## src/exe_ctl_pkg.sv

```systemverilog
`default_nettype none

package exe_ctl_pkg;

    typedef enum logic [3:0] {
        ALU_AND    = 4'd0,
        ALU_OR     = 4'd1,
        ALU_XOR    = 4'd2,
        ALU_ADD    = 4'd3,
        ALU_SUB    = 4'd4,
        ALU_PASS_B = 4'd6,
        ALU_SLL    = 4'd7,
        ALU_SRL    = 4'd8,
        ALU_SRA    = 4'd10,
        ALU_SLTU   = 4'd11,
        ALU_SLT    = 4'd12
    } alu_op_e;

    // Immediate format seen by the execute stage
    typedef enum logic [3:0] {
        IMM_R = 4'd0,
        IMM_I = 4'd1,
        IMM_S = 4'd2,
        IMM_B = 4'd3,
        IMM_U = 4'd4,
        IMM_J = 4'd5
    } imm_sel_e;

    // How the next PC is chosen
    typedef enum logic [1:0] {
        PC_SEQ  = 2'd0,
        PC_JUMP = 2'd1,
        PC_COND = 2'd2
    } pc_rule_e;

    // Downstream slots
    localparam int CREDITS  = 4;
    localparam int CREDIT_W = $clog2(CREDITS + 1);

endpackage

`default_nettype wire

```

## src/rv_isa_pkg.sv

```systemverilog
`default_nettype none

package rv_isa_pkg;

    localparam int XLEN = 32;

    // Major opcodes of the kept instruction groups
    localparam logic [6:0] OPC_LUI    = 7'b0110111;
    localparam logic [6:0] OPC_AUIPC  = 7'b0010111;
    localparam logic [6:0] OPC_JAL    = 7'b1101111;
    localparam logic [6:0] OPC_JALR   = 7'b1100111;
    localparam logic [6:0] OPC_BRANCH = 7'b1100011;
    localparam logic [6:0] OPC_LOAD   = 7'b0000011;
    localparam logic [6:0] OPC_STORE  = 7'b0100011;
    localparam logic [6:0] OPC_OP_IMM = 7'b0010011;
    localparam logic [6:0] OPC_OP     = 7'b0110011;

    // Branch compare kinds
    localparam logic [2:0] F3_BEQ  = 3'b000;
    localparam logic [2:0] F3_BNE  = 3'b001;
    localparam logic [2:0] F3_BLT  = 3'b100;
    localparam logic [2:0] F3_BGE  = 3'b101;
    localparam logic [2:0] F3_BLTU = 3'b110;
    localparam logic [2:0] F3_BGEU = 3'b111;

    // ALU groups, shared by OP and OP-IMM
    localparam logic [2:0] F3_ADD_SUB = 3'b000;
    localparam logic [2:0] F3_SLL     = 3'b001;
    localparam logic [2:0] F3_SLT     = 3'b010;
    localparam logic [2:0] F3_SLTU    = 3'b011;
    localparam logic [2:0] F3_XOR     = 3'b100;
    localparam logic [2:0] F3_SRL_SRA = 3'b101;
    localparam logic [2:0] F3_OR      = 3'b110;
    localparam logic [2:0] F3_AND     = 3'b111;

    // Marks SUB and SRA/SRAI
    localparam logic [6:0] F7_ALT = 7'b0100000;

    typedef struct packed {
        logic [6:0] funct7;
        logic [4:0] rs2;
        logic [4:0] rs1;
        logic [2:0] funct3;
        logic [4:0] rd;
        logic [6:0] opcode;
    } r_fields_t;

    typedef struct packed {
        logic [11:0] imm12;
        logic [4:0]  rs1;
        logic [2:0]  funct3;
        logic [4:0]  rd;
        logic [6:0]  opcode;
    } i_fields_t;

    typedef union packed {
        r_fields_t r;
        i_fields_t i;
    } rv_instr_u;

endpackage

`default_nettype wire
```

## src/exe_ctl_top.sv

```systemverilog
`default_nettype none

module exe_ctl_top (
    input  logic                        clk,
    input  logic                        rst,
    input  logic                        in_valid,
    input  rv_isa_pkg::rv_instr_u       instruction,
    input  logic [rv_isa_pkg::XLEN-1:0] data_a,
    input  logic [rv_isa_pkg::XLEN-1:0] data_b,
    input  logic [rv_isa_pkg::XLEN-1:0] pc_de,
    input  logic                        credit_return,
    output logic                        in_ready,
    output logic                        out_valid,
    output logic                        a_sel_exe,
    output logic                        b_sel_exe,
    output exe_ctl_pkg::imm_sel_e       imm_sel_exe,
    output exe_ctl_pkg::alu_op_e        alu_sel_exe,
    output logic                        br_comp_exe,
    output logic                        pc_sel_exe,
    output logic [rv_isa_pkg::XLEN-1:0] data_a_exe,
    output logic [rv_isa_pkg::XLEN-1:0] data_b_exe,
    output logic [rv_isa_pkg::XLEN-1:0] pc_exe,
    output logic [rv_isa_pkg::XLEN-1:0] instr_exe
);

    logic                  a_sel;
    logic                  b_sel;
    exe_ctl_pkg::imm_sel_e imm_sel;
    exe_ctl_pkg::alu_op_e  alu_sel;
    logic                  br_comp;
    exe_ctl_pkg::pc_rule_e pc_rule;
    logic                  taken;
    logic                  accept;

    // Transfer handshake toward the stage register and the credits
    assign accept = in_valid && in_ready;

    ctl_decoder u_ctl_decoder (
        .instruction (instruction),
        .a_sel       (a_sel),
        .b_sel       (b_sel),
        .imm_sel     (imm_sel),
        .alu_sel     (alu_sel),
        .br_comp     (br_comp),
        .pc_rule     (pc_rule)
    );

    branch_resolve u_branch_resolve (
        .funct3 (instruction.r.funct3),
        .data_a (data_a),
        .data_b (data_b),
        .taken  (taken)
    );

    credit_counter u_credit_counter (
        .clk           (clk),
        .rst           (rst),
        .accept        (accept),
        .credit_return (credit_return),
        .in_ready      (in_ready)
    );

    exe_stage_reg u_exe_stage_reg (
        .clk         (clk),
        .rst         (rst),
        .accept      (accept),
        .a_sel       (a_sel),
        .b_sel       (b_sel),
        .imm_sel     (imm_sel),
        .alu_sel     (alu_sel),
        .br_comp     (br_comp),
        .pc_rule     (pc_rule),
        .taken       (taken),
        .data_a      (data_a),
        .data_b      (data_b),
        .pc_de       (pc_de),
        .instruction (instruction),
        .out_valid   (out_valid),
        .a_sel_exe   (a_sel_exe),
        .b_sel_exe   (b_sel_exe),
        .imm_sel_exe (imm_sel_exe),
        .alu_sel_exe (alu_sel_exe),
        .br_comp_exe (br_comp_exe),
        .pc_sel_exe  (pc_sel_exe),
        .data_a_exe  (data_a_exe),
        .data_b_exe  (data_b_exe),
        .pc_exe      (pc_exe),
        .instr_exe   (instr_exe)
    );

endmodule

`default_nettype wire

```

## src/exe_stage_reg.sv

```systemverilog
`default_nettype none

module exe_stage_reg (
    input  logic                        clk,
    input  logic                        rst,
    input  logic                        accept,
    input  logic                        a_sel,
    input  logic                        b_sel,
    input  exe_ctl_pkg::imm_sel_e       imm_sel,
    input  exe_ctl_pkg::alu_op_e        alu_sel,
    input  logic                        br_comp,
    input  exe_ctl_pkg::pc_rule_e       pc_rule,
    input  logic                        taken,
    input  logic [rv_isa_pkg::XLEN-1:0] data_a,
    input  logic [rv_isa_pkg::XLEN-1:0] data_b,
    input  logic [rv_isa_pkg::XLEN-1:0] pc_de,
    input  rv_isa_pkg::rv_instr_u       instruction,
    output logic                        out_valid,
    output logic                        a_sel_exe,
    output logic                        b_sel_exe,
    output exe_ctl_pkg::imm_sel_e       imm_sel_exe,
    output exe_ctl_pkg::alu_op_e        alu_sel_exe,
    output logic                        br_comp_exe,
    output logic                        pc_sel_exe,
    output logic [rv_isa_pkg::XLEN-1:0] data_a_exe,
    output logic [rv_isa_pkg::XLEN-1:0] data_b_exe,
    output logic [rv_isa_pkg::XLEN-1:0] pc_exe,
    output logic [rv_isa_pkg::XLEN-1:0] instr_exe
);

    import exe_ctl_pkg::*;

    logic pc_sel;

    // Redirect on any jump, or on a branch whose compare holds
    assign pc_sel = (pc_rule == PC_JUMP) || ((pc_rule == PC_COND) && taken);

    always_ff @(posedge clk or posedge rst) begin
        if (rst) begin
            out_valid   <= 1'b0;
            a_sel_exe   <= 1'b0;
            b_sel_exe   <= 1'b0;
            imm_sel_exe <= IMM_R;
            alu_sel_exe <= ALU_AND;
            br_comp_exe <= 1'b0;
            pc_sel_exe  <= 1'b0;
        end else begin
            out_valid <= accept;
            if (accept) begin
                a_sel_exe   <= a_sel;
                b_sel_exe   <= b_sel;
                imm_sel_exe <= imm_sel;
                alu_sel_exe <= alu_sel;
                br_comp_exe <= br_comp;
                pc_sel_exe  <= pc_sel;
            end
        end
    end

    always_ff @(posedge clk) begin
        if (accept) begin
            data_a_exe <= data_a;
            data_b_exe <= data_b;
            pc_exe     <= pc_de;
            instr_exe  <= instruction;
        end
    end

endmodule

`default_nettype wire

```

## src/credit_counter.sv

```systemverilog
`default_nettype none

module credit_counter (
    input  logic clk,
    input  logic rst,
    input  logic accept,
    input  logic credit_return,
    output logic in_ready
);

    import exe_ctl_pkg::*;

    logic [CREDIT_W-1:0] count;

    always_ff @(posedge clk or posedge rst) begin
        if (rst) begin
            count <= CREDIT_W'(CREDITS);
        end else begin
            case ({accept, credit_return})
                2'b10: begin
                    count <= count - 1'b1;
                end
                2'b01: begin
                    count <= count + 1'b1;
                end
                // Both or neither leave the count alone
                default: begin
                    count <= count;
                end
            endcase
        end
    end

    // Any free slot downstream lets an item in
    assign in_ready = (count != '0);

endmodule

`default_nettype wire

```

## src/branch_resolve.sv

```systemverilog
`default_nettype none

module branch_resolve (
    input  logic [2:0]                  funct3,
    input  logic [rv_isa_pkg::XLEN-1:0] data_a,
    input  logic [rv_isa_pkg::XLEN-1:0] data_b,
    output logic                        taken
);

    import rv_isa_pkg::*;

    logic eq;
    logic lt_s;
    logic lt_u;

    assign eq   = (data_a == data_b);
    assign lt_s = ($signed(data_a) < $signed(data_b));
    assign lt_u = (data_a < data_b);

    always_comb begin
        case (funct3)
            F3_BEQ:  taken = eq;
            F3_BNE:  taken = !eq;
            F3_BLT:  taken = lt_s;
            F3_BGE:  taken = !lt_s;
            F3_BLTU: taken = lt_u;
            F3_BGEU: taken = !lt_u;
            default: taken = 1'b0;
        endcase
    end

endmodule

`default_nettype wire

```

## src/ctl_decoder.sv

```systemverilog
`default_nettype none

module ctl_decoder (
    input  rv_isa_pkg::rv_instr_u instruction,
    output logic                  a_sel,
    output logic                  b_sel,
    output exe_ctl_pkg::imm_sel_e imm_sel,
    output exe_ctl_pkg::alu_op_e  alu_sel,
    output logic                  br_comp,
    output exe_ctl_pkg::pc_rule_e pc_rule
);

    import rv_isa_pkg::*;
    import exe_ctl_pkg::*;

    logic op_alt;
    logic imm_alt;

    // Shared ALU mapping for OP and OP-IMM
    function automatic alu_op_e alu_from_f3(
        input logic [2:0] f3,
        input logic       alt_add,
        input logic       alt_shift
    );
        alu_op_e op;
        case (f3)
            F3_ADD_SUB: op = alt_add ? ALU_SUB : ALU_ADD;
            F3_SLL:     op = ALU_SLL;
            F3_SLT:     op = ALU_SLT;
            F3_SLTU:    op = ALU_SLTU;
            F3_XOR:     op = ALU_XOR;
            F3_SRL_SRA: op = alt_shift ? ALU_SRA : ALU_SRL;
            F3_OR:      op = ALU_OR;
            default:    op = ALU_AND;
        endcase
        return op;
    endfunction

    // Register form keeps funct7; immediate shifts carry it in imm12[11:5]
    assign op_alt  = (instruction.r.funct7 == F7_ALT);
    assign imm_alt = (instruction.i.imm12[11:5] == F7_ALT);

    always_comb begin
        a_sel   = 1'b0;
        b_sel   = 1'b0;
        imm_sel = IMM_R;
        alu_sel = ALU_AND;
        br_comp = 1'b0;
        pc_rule = PC_SEQ;

        case (instruction.r.opcode)
            OPC_LUI: begin
                b_sel   = 1'b1;
                imm_sel = IMM_U;
                alu_sel = ALU_PASS_B;
            end
            OPC_AUIPC: begin
                a_sel   = 1'b1;
                b_sel   = 1'b1;
                imm_sel = IMM_U;
                alu_sel = ALU_ADD;
            end
            OPC_JAL: begin
                a_sel   = 1'b1;
                b_sel   = 1'b1;
                imm_sel = IMM_J;
                alu_sel = ALU_ADD;
                pc_rule = PC_JUMP;
            end
            OPC_JALR: begin
                b_sel   = 1'b1;
                imm_sel = IMM_I;
                alu_sel = ALU_ADD;
                pc_rule = PC_JUMP;
            end
            OPC_BRANCH: begin
                // Target is computed by the ALU, the compare decides
                imm_sel = IMM_B;
                alu_sel = ALU_ADD;
                br_comp = 1'b1;
                pc_rule = PC_COND;
            end
            OPC_LOAD: begin
                b_sel   = 1'b1;
                imm_sel = IMM_I;
                alu_sel = ALU_ADD;
            end
            OPC_STORE: begin
                b_sel   = 1'b1;
                imm_sel = IMM_S;
                alu_sel = ALU_ADD;
            end
            OPC_OP_IMM: begin
                b_sel   = 1'b1;
                imm_sel = IMM_I;
                alu_sel = alu_from_f3(instruction.i.funct3, 1'b0, imm_alt);
            end
            OPC_OP: begin
                imm_sel = IMM_R;
                alu_sel = alu_from_f3(instruction.r.funct3, op_alt, op_alt);
            end
            // FENCE, SYSTEM and unknown opcodes stay all zero
            default: begin
            end
        endcase
    end

endmodule

`default_nettype wire

```

## config.mk

```make
export PLATFORM = sky130hd
export DESIGN_NAME = exe_ctl_top
export DESIGN_NICKNAME = d
export VERILOG_FILES = /design/src/exe_ctl_pkg.sv /design/src/rv_isa_pkg.sv /design/src/exe_ctl_top.sv /design/src/exe_stage_reg.sv /design/src/credit_counter.sv /design/src/branch_resolve.sv /design/src/ctl_decoder.sv
export SDC_FILE = /design/constraint.sdc
export NUM_CORES = 1
export LEC_CHECK = 0
export BUFFER_PORTS_ARGS = -buffer_cell sky130_fd_sc_hd__buf_2
export CORE_ASPECT_RATIO = 1.4
export CORE_MARGIN = 2
export CORE_UTILIZATION = 49
export CTS_BUF_LIST = sky130_fd_sc_hd__clkbuf_4 sky130_fd_sc_hd__clkbuf_8 sky130_fd_sc_hd__clkbuf_16
export DETAILED_ROUTE_END_ITERATION = 6
export PLACE_DENSITY_LB_ADDON = 0.15
export SYNTH_ARGS = -nofsm -noshare
export SYNTH_HDL_FRONTEND = slang
export SYNTH_SLANG_ARGS = --single-unit
```

## constraint.sdc

```tcl
create_clock -name clk -period 17.9 [get_ports clk]
set_clock_uncertainty 0.1 [all_clocks]
set_input_delay 3.58 -clock clk [delete_from_list [all_inputs] [get_ports clk]]
set_output_delay 3.58 -clock clk [all_outputs]
set_load 0.005 [all_outputs]
```

; Yosys cells after proc, flatten, opt, wreduce, memory -nomap -nowiden
; Cells that the tools add are included.
; Widths: inputs -> output; s select.
[word_totals]
ff_bits = 144
elab_cells = 65
[op_classes]
n_addsub = 2
n_lt_le_gt_ge = 2
eq_ne = 22
mux = 12
n_reduce_logical = 15
[op_table]
columns = cell, n
row1 = $lt 32x32->1, 2
row2 = $pmux 4 s7, 2
row3 = $eq 32x32->1, 1
row4 = $eq 7x6->1 const B, 4
row5 = $eq 7x7->1 const B, 3
row6 = $pmux 4 s4, 1
row7 = $pmux 3 s5, 1
row8 = $eq 7x5->1 const B, 2
row9 = $eq 3x3->1 const B, 4
row10 = $eq 7x2->1 const B, 1
row11 = $reduce_or 7->1, 1
row12 = $eq 3x2->1 const B, 2
row13 = $pmux 1 s6, 1
row14 = $pmux 3 s2, 1
row15 = $reduce_or 2->1, 3
row16 = $reduce_or 6->1, 1
row17 = $eq 2x1->1 const B, 2
row18 = $eq 2x2->1 const B, 2
row19 = $pmux 2 s2, 1
row20 = $add 3x1->3 const B, 1
row21 = $eq 3x1->1 const B, 1
row22 = $logic_not 1->1, 3
row23 = $logic_not 3->1, 1
row24 = $mux 1, 3
row25 = 8 further kinds, 9

; Logic depth before layout (Yosys ltp)
[logic_depth]
ltp_word = 6
ltp_mapped = 8

; By module
; A second synthesis with hierarchy kept.
[unflattened]
hier_cells = 351
hier_area_um2 = 5776.8
[by_module_without_submodules]
columns = module, instances, cells_per_inst, area_per_inst_um2, seq_area_each_um2
row1 = exe_stage_reg, 1, 158, 4361.7, 4169.0
row2 = branch_resolve, 1, 120, 864.6, 0.0
row3 = ctl_decoder, 1, 58, 376.6, 0.0
row4 = credit_counter, 1, 14, 167.7, 76.3
row5 = exe_ctl_top, 1, 1, 6.3, 0.0

; Worst setup path before layout
; OpenSTA, ideal clock, no wires.
[synth_path]
path_kind = input port to flip-flop
from = input in_valid
to = register u_exe_stage_reg.alu_sel_exe[2]
setup_ns = 0.136
t_arrival_ns = 8.405
t_required_ns = 17.664
setup_slack_ns = 9.259
path_stages = 5
n_path_buf = 1
path_cell_list = nand2_2 inv_2 clkbuf_1 o311ai_0 o21a_1
[synth_via]
elab_chain_cells = 1
[synth_lines]
columns = item, line_no
row1 = "start, declared", exe_ctl_top.sv:6  ; input logic in_valid,
row2 = $logic_and 1x1->1, exe_ctl_top.sv:36  ; assign accept = in_valid && in_ready;
row3 = net accept, exe_ctl_top.sv:33  ; logic accept;
row4 = "end signal, assigned", exe_stage_reg.sv:53  ; alu_sel_exe <= alu_sel;
row5 = "end, declared", exe_stage_reg.sv:22  ; output exe_ctl_pkg::alu_op_e alu_sel_exe,
; The timed path passes the listed nets, and every way through them passes these cells.
; A chain may end at the register's enable or synchronous reset.

; Worst setup path in the final report
[layout_path]
from = input in_valid
to = register u_exe_stage_reg.alu_sel_exe[2]
[layout_via]
elab_chain_cells = 1
[layout_lines]
columns = item, line_no
row1 = $logic_and 1x1->1, exe_ctl_top.sv:36
; No other way between the ends.

==> metrics.cfg <==
[cts]
clk_pin_slew_worst_paths_ns = 0.06
cts-root-buf = clkbuf_16
cts_tree = yes
cts_hold_buf = 0
h-tree-depth = 4
cts_setup_buffers = 0
cts_made_buffers = 17
ctsResizeCount = 0
clkLatencyLatePin_ns = 0.41
clock_sinks = 143
clk_path_buf_depth = 2

[worst_setup_path]
crit_slowest_cell = buf_4
reg2reg_depth = 6
cp_cell_sequence = buf_2 > nand2_2 > inv_6 > buf_4 > o311ai_0 > o21a_1
crit_type = in -> reg
start_kind = input port
end_kind = flip-flop
arrival_ns = 5.67
max_stage_delay_ns = 0.85
crit_required_ns = 18.09
crit_fanout = 81

[synthesis]
yosys.area.top_type = edfxtp_1
synth_nets = 514
yosysMostFrequentCell = edfxtp_1
synthesis.area_mm2 = 0.00559
async_flop_share_pct = 10.5
synth_seq_cells = 143
synth_cell_types = 50
synthFlopType = edfxtp_1
syn_avg_cell_area_um2 = 16.1
yosys_warnings = 0
ys_seq_area_share_pct = 75.5
syn_inst = 348
ys_top_cells_by_area = edfxtp_1, ha_1, dfrtp_1
synth_top_area_share_pct = 68.7
yosys-top-cells-count = edfxtp_1, inv_1, ha_1, a21oi_1, dfrtp_1
synth_edf_count = 128

[sta]
slew_viol_final = 0
fmax_mhz = 182
period_needed_ns = 5.48
timing.final.crit_share_pct = 30.6
slew_headroom_pct = 33.1
worst_slack_ns = 12.42
worstMarginPinSlew_ns = 1.00
hold_viol_final = 0
tns_ns = 0
setup_viol = 0
rsz0062_at_grt = no

[floorplanning]
die_h_um = 130
initial_core_util_pct = 49.8
die_area_mm2 = 0.0123
rows = 46
die_w_um = 94.3
num_io_pins = 274
coreArea_mm2 = 0.0112

[power_and_ir_drop]
p_leak_nw = 3.53
irDropWorstVdd_uv = 82.2
power.density_mw_per_mm2 = 128

[placed_design]
port_buffers = 272
hpwl_um = 10800
post-place-ws_ns = 12.06
finalWeightedCongestion = 0.889

[worst_hold_path]
holdPathStages = 2
min_path_type = reg -> reg

[final_layout]
fill_cells = 825
final_core_util_pct = 69.3
seq_area_mm2 = 0.00422
drive_above_1_share_pct = 48.1
syn2layout_area_growth_pct = 39.2
fin_nets = 802
multi_input_area_mm2 = 0.00119

[route]
drc = 0
wl_um = 14200
wl_per_cell_um = 17.9
via_per_inst = 5.11
drt_iter0_markers = 211
vias = 4057
drtPass1Iterations = 4
drtAntennaViolNets = 0

[run_status]
status = finished, final reports clean

[flow_run]
maxCapViolCount = 0

[global_routing]
grt_pass1_wl_um = 20000
grt_max_degree = 82
grt_pass1_vias = 3931
antenna_found_initial = 1
gr-total-overflow = 0
track_usage_pct = 22.2

[through the flow]
step                cells  power (mW)  hold WS (ns)  cell area [um2]
detailed placement    761       0.616         0.370             7120
CTS                   793        1.00         0.392             7780
floorplan             348       0.535         0.367             5590
global route          793        1.04         0.422             7780
global placement      761       0.608         0.366             7120
finish                794       0.996         0.388             7780
[cells by family (layout without fill, tap and decap cells)]
logic type               count (synthesis)  after routing  synth area share, %
multiplexers                             1              1                0.201
AO/OA/AOI/OAI                           52             52                 5.86
other                                    1              2               0.0671
adder cells (fa/ha/maj)                 34             34                 7.74
AND/OR/NAND/NOR                         67             67                 6.80
XOR/XNOR                                 4              4                0.627
buffers and inverters                   46            347                 3.22
flip-flops                             143            143                 75.5
[layout make-up]
cell class	instances	share of cell area [%]
Sequential cell	143	54.2
Inverter	42	2.09
Clock buffer	17	5.47
Clock inverter	15	2.96
Timing Repair Buffer	273	17.6
Antenna cell	1	0.0322
Multi-Input combinational cell	159	15.3
Tap cell	144	2.32
[final timing paths]
kind | slack [ns] | from | end
max in group asynchronous | 14.19 | rst | u_exe_stage_reg.imm_sel_exe[0]$_DFFE_PP0P_
min in group asynchronous | 3.12 | rst | u_credit_counter.count[0]$_DFFE_PP0P_
worst max register to register | 14.98 | u_credit_counter.count[2]$_DFFE_PP1P_ | u_exe_stage_reg.alu_sel_exe[2]$_DFFE_PP0P_
worst min register to register | 0.39 | u_exe_stage_reg.imm_sel_exe[1]$_DFFE_PP0P_ | u_exe_stage_reg.imm_sel_exe[1]$_DFFE_PP0P_
worst max-delay path | 12.42 | in_valid | u_exe_stage_reg.alu_sel_exe[2]$_DFFE_PP0P_
worst min-delay path | 0.39 | u_exe_stage_reg.imm_sel_exe[1]$_DFFE_PP0P_ | u_exe_stage_reg.imm_sel_exe[1]$_DFFE_PP0P_
[worst max-delay path: cells and delay by family]
family / cells / cell delay, ns
and+or+nand+nor: 1 / 0.13
buffers and inverters: 3 / 1.37
AOI/OAI and AO/OA: 2 / 0.47
[registers in the layout, indices dropped and copies added, names as in the netlist]
register and flops:
u_credit_counter.count 3, u_exe_stage_reg.a_sel_exe 1, u_exe_stage_reg.alu_sel_exe 4, u_exe_stage_reg.b_sel_exe 1
u_exe_stage_reg.br_comp_exe 1, u_exe_stage_reg.data_a_exe 32, u_exe_stage_reg.data_b_exe 32, u_exe_stage_reg.imm_sel_exe 3
u_exe_stage_reg.instr_exe 32, u_exe_stage_reg.out_valid 1, u_exe_stage_reg.pc_exe 32, u_exe_stage_reg.pc_sel_exe 1
[power by group]
group | internal [mW] | switching, mW
clock network | 0.249 | 0.137
logic | 0.0646 | 0.0895
registers | 0.437 | 0.0181
total | 0.751 | 0.245
[cells in the final DEF (no fill, tap or decap), types with 4 or more instances in the layout]
| master | n |
|---|---|
| o21ai_0 | 9 |
| nor2_1 | 12 |
| clkinv_4 | 4 |
| edfxtp_1 | 128 |
| ha_1 | 33 |
| inv_6 | 5 |
| inv_1 | 41 |
| dfrtp_1 | 14 |
| nand3_1 | 9 |
| a21oi_1 | 21 |
| nor3_1 | 5 |
| buf_2 | 272 |
| clkbuf_16 | 17 |
| bufinv_16 | 5 |
| nand2_1 | 13 |
| nand4_1 | 8 |
[layer usage]
layer	track usage, %	vias to the layer above	wire [um]
li1	-	1898	-
met1	22.4	1906	4820
met2	41.3	224	7700
met3	8.49	29	1390
met4	8.01	0	323
met5	0	-	0
No activity file was read; power rests on OpenSTA's default activity.
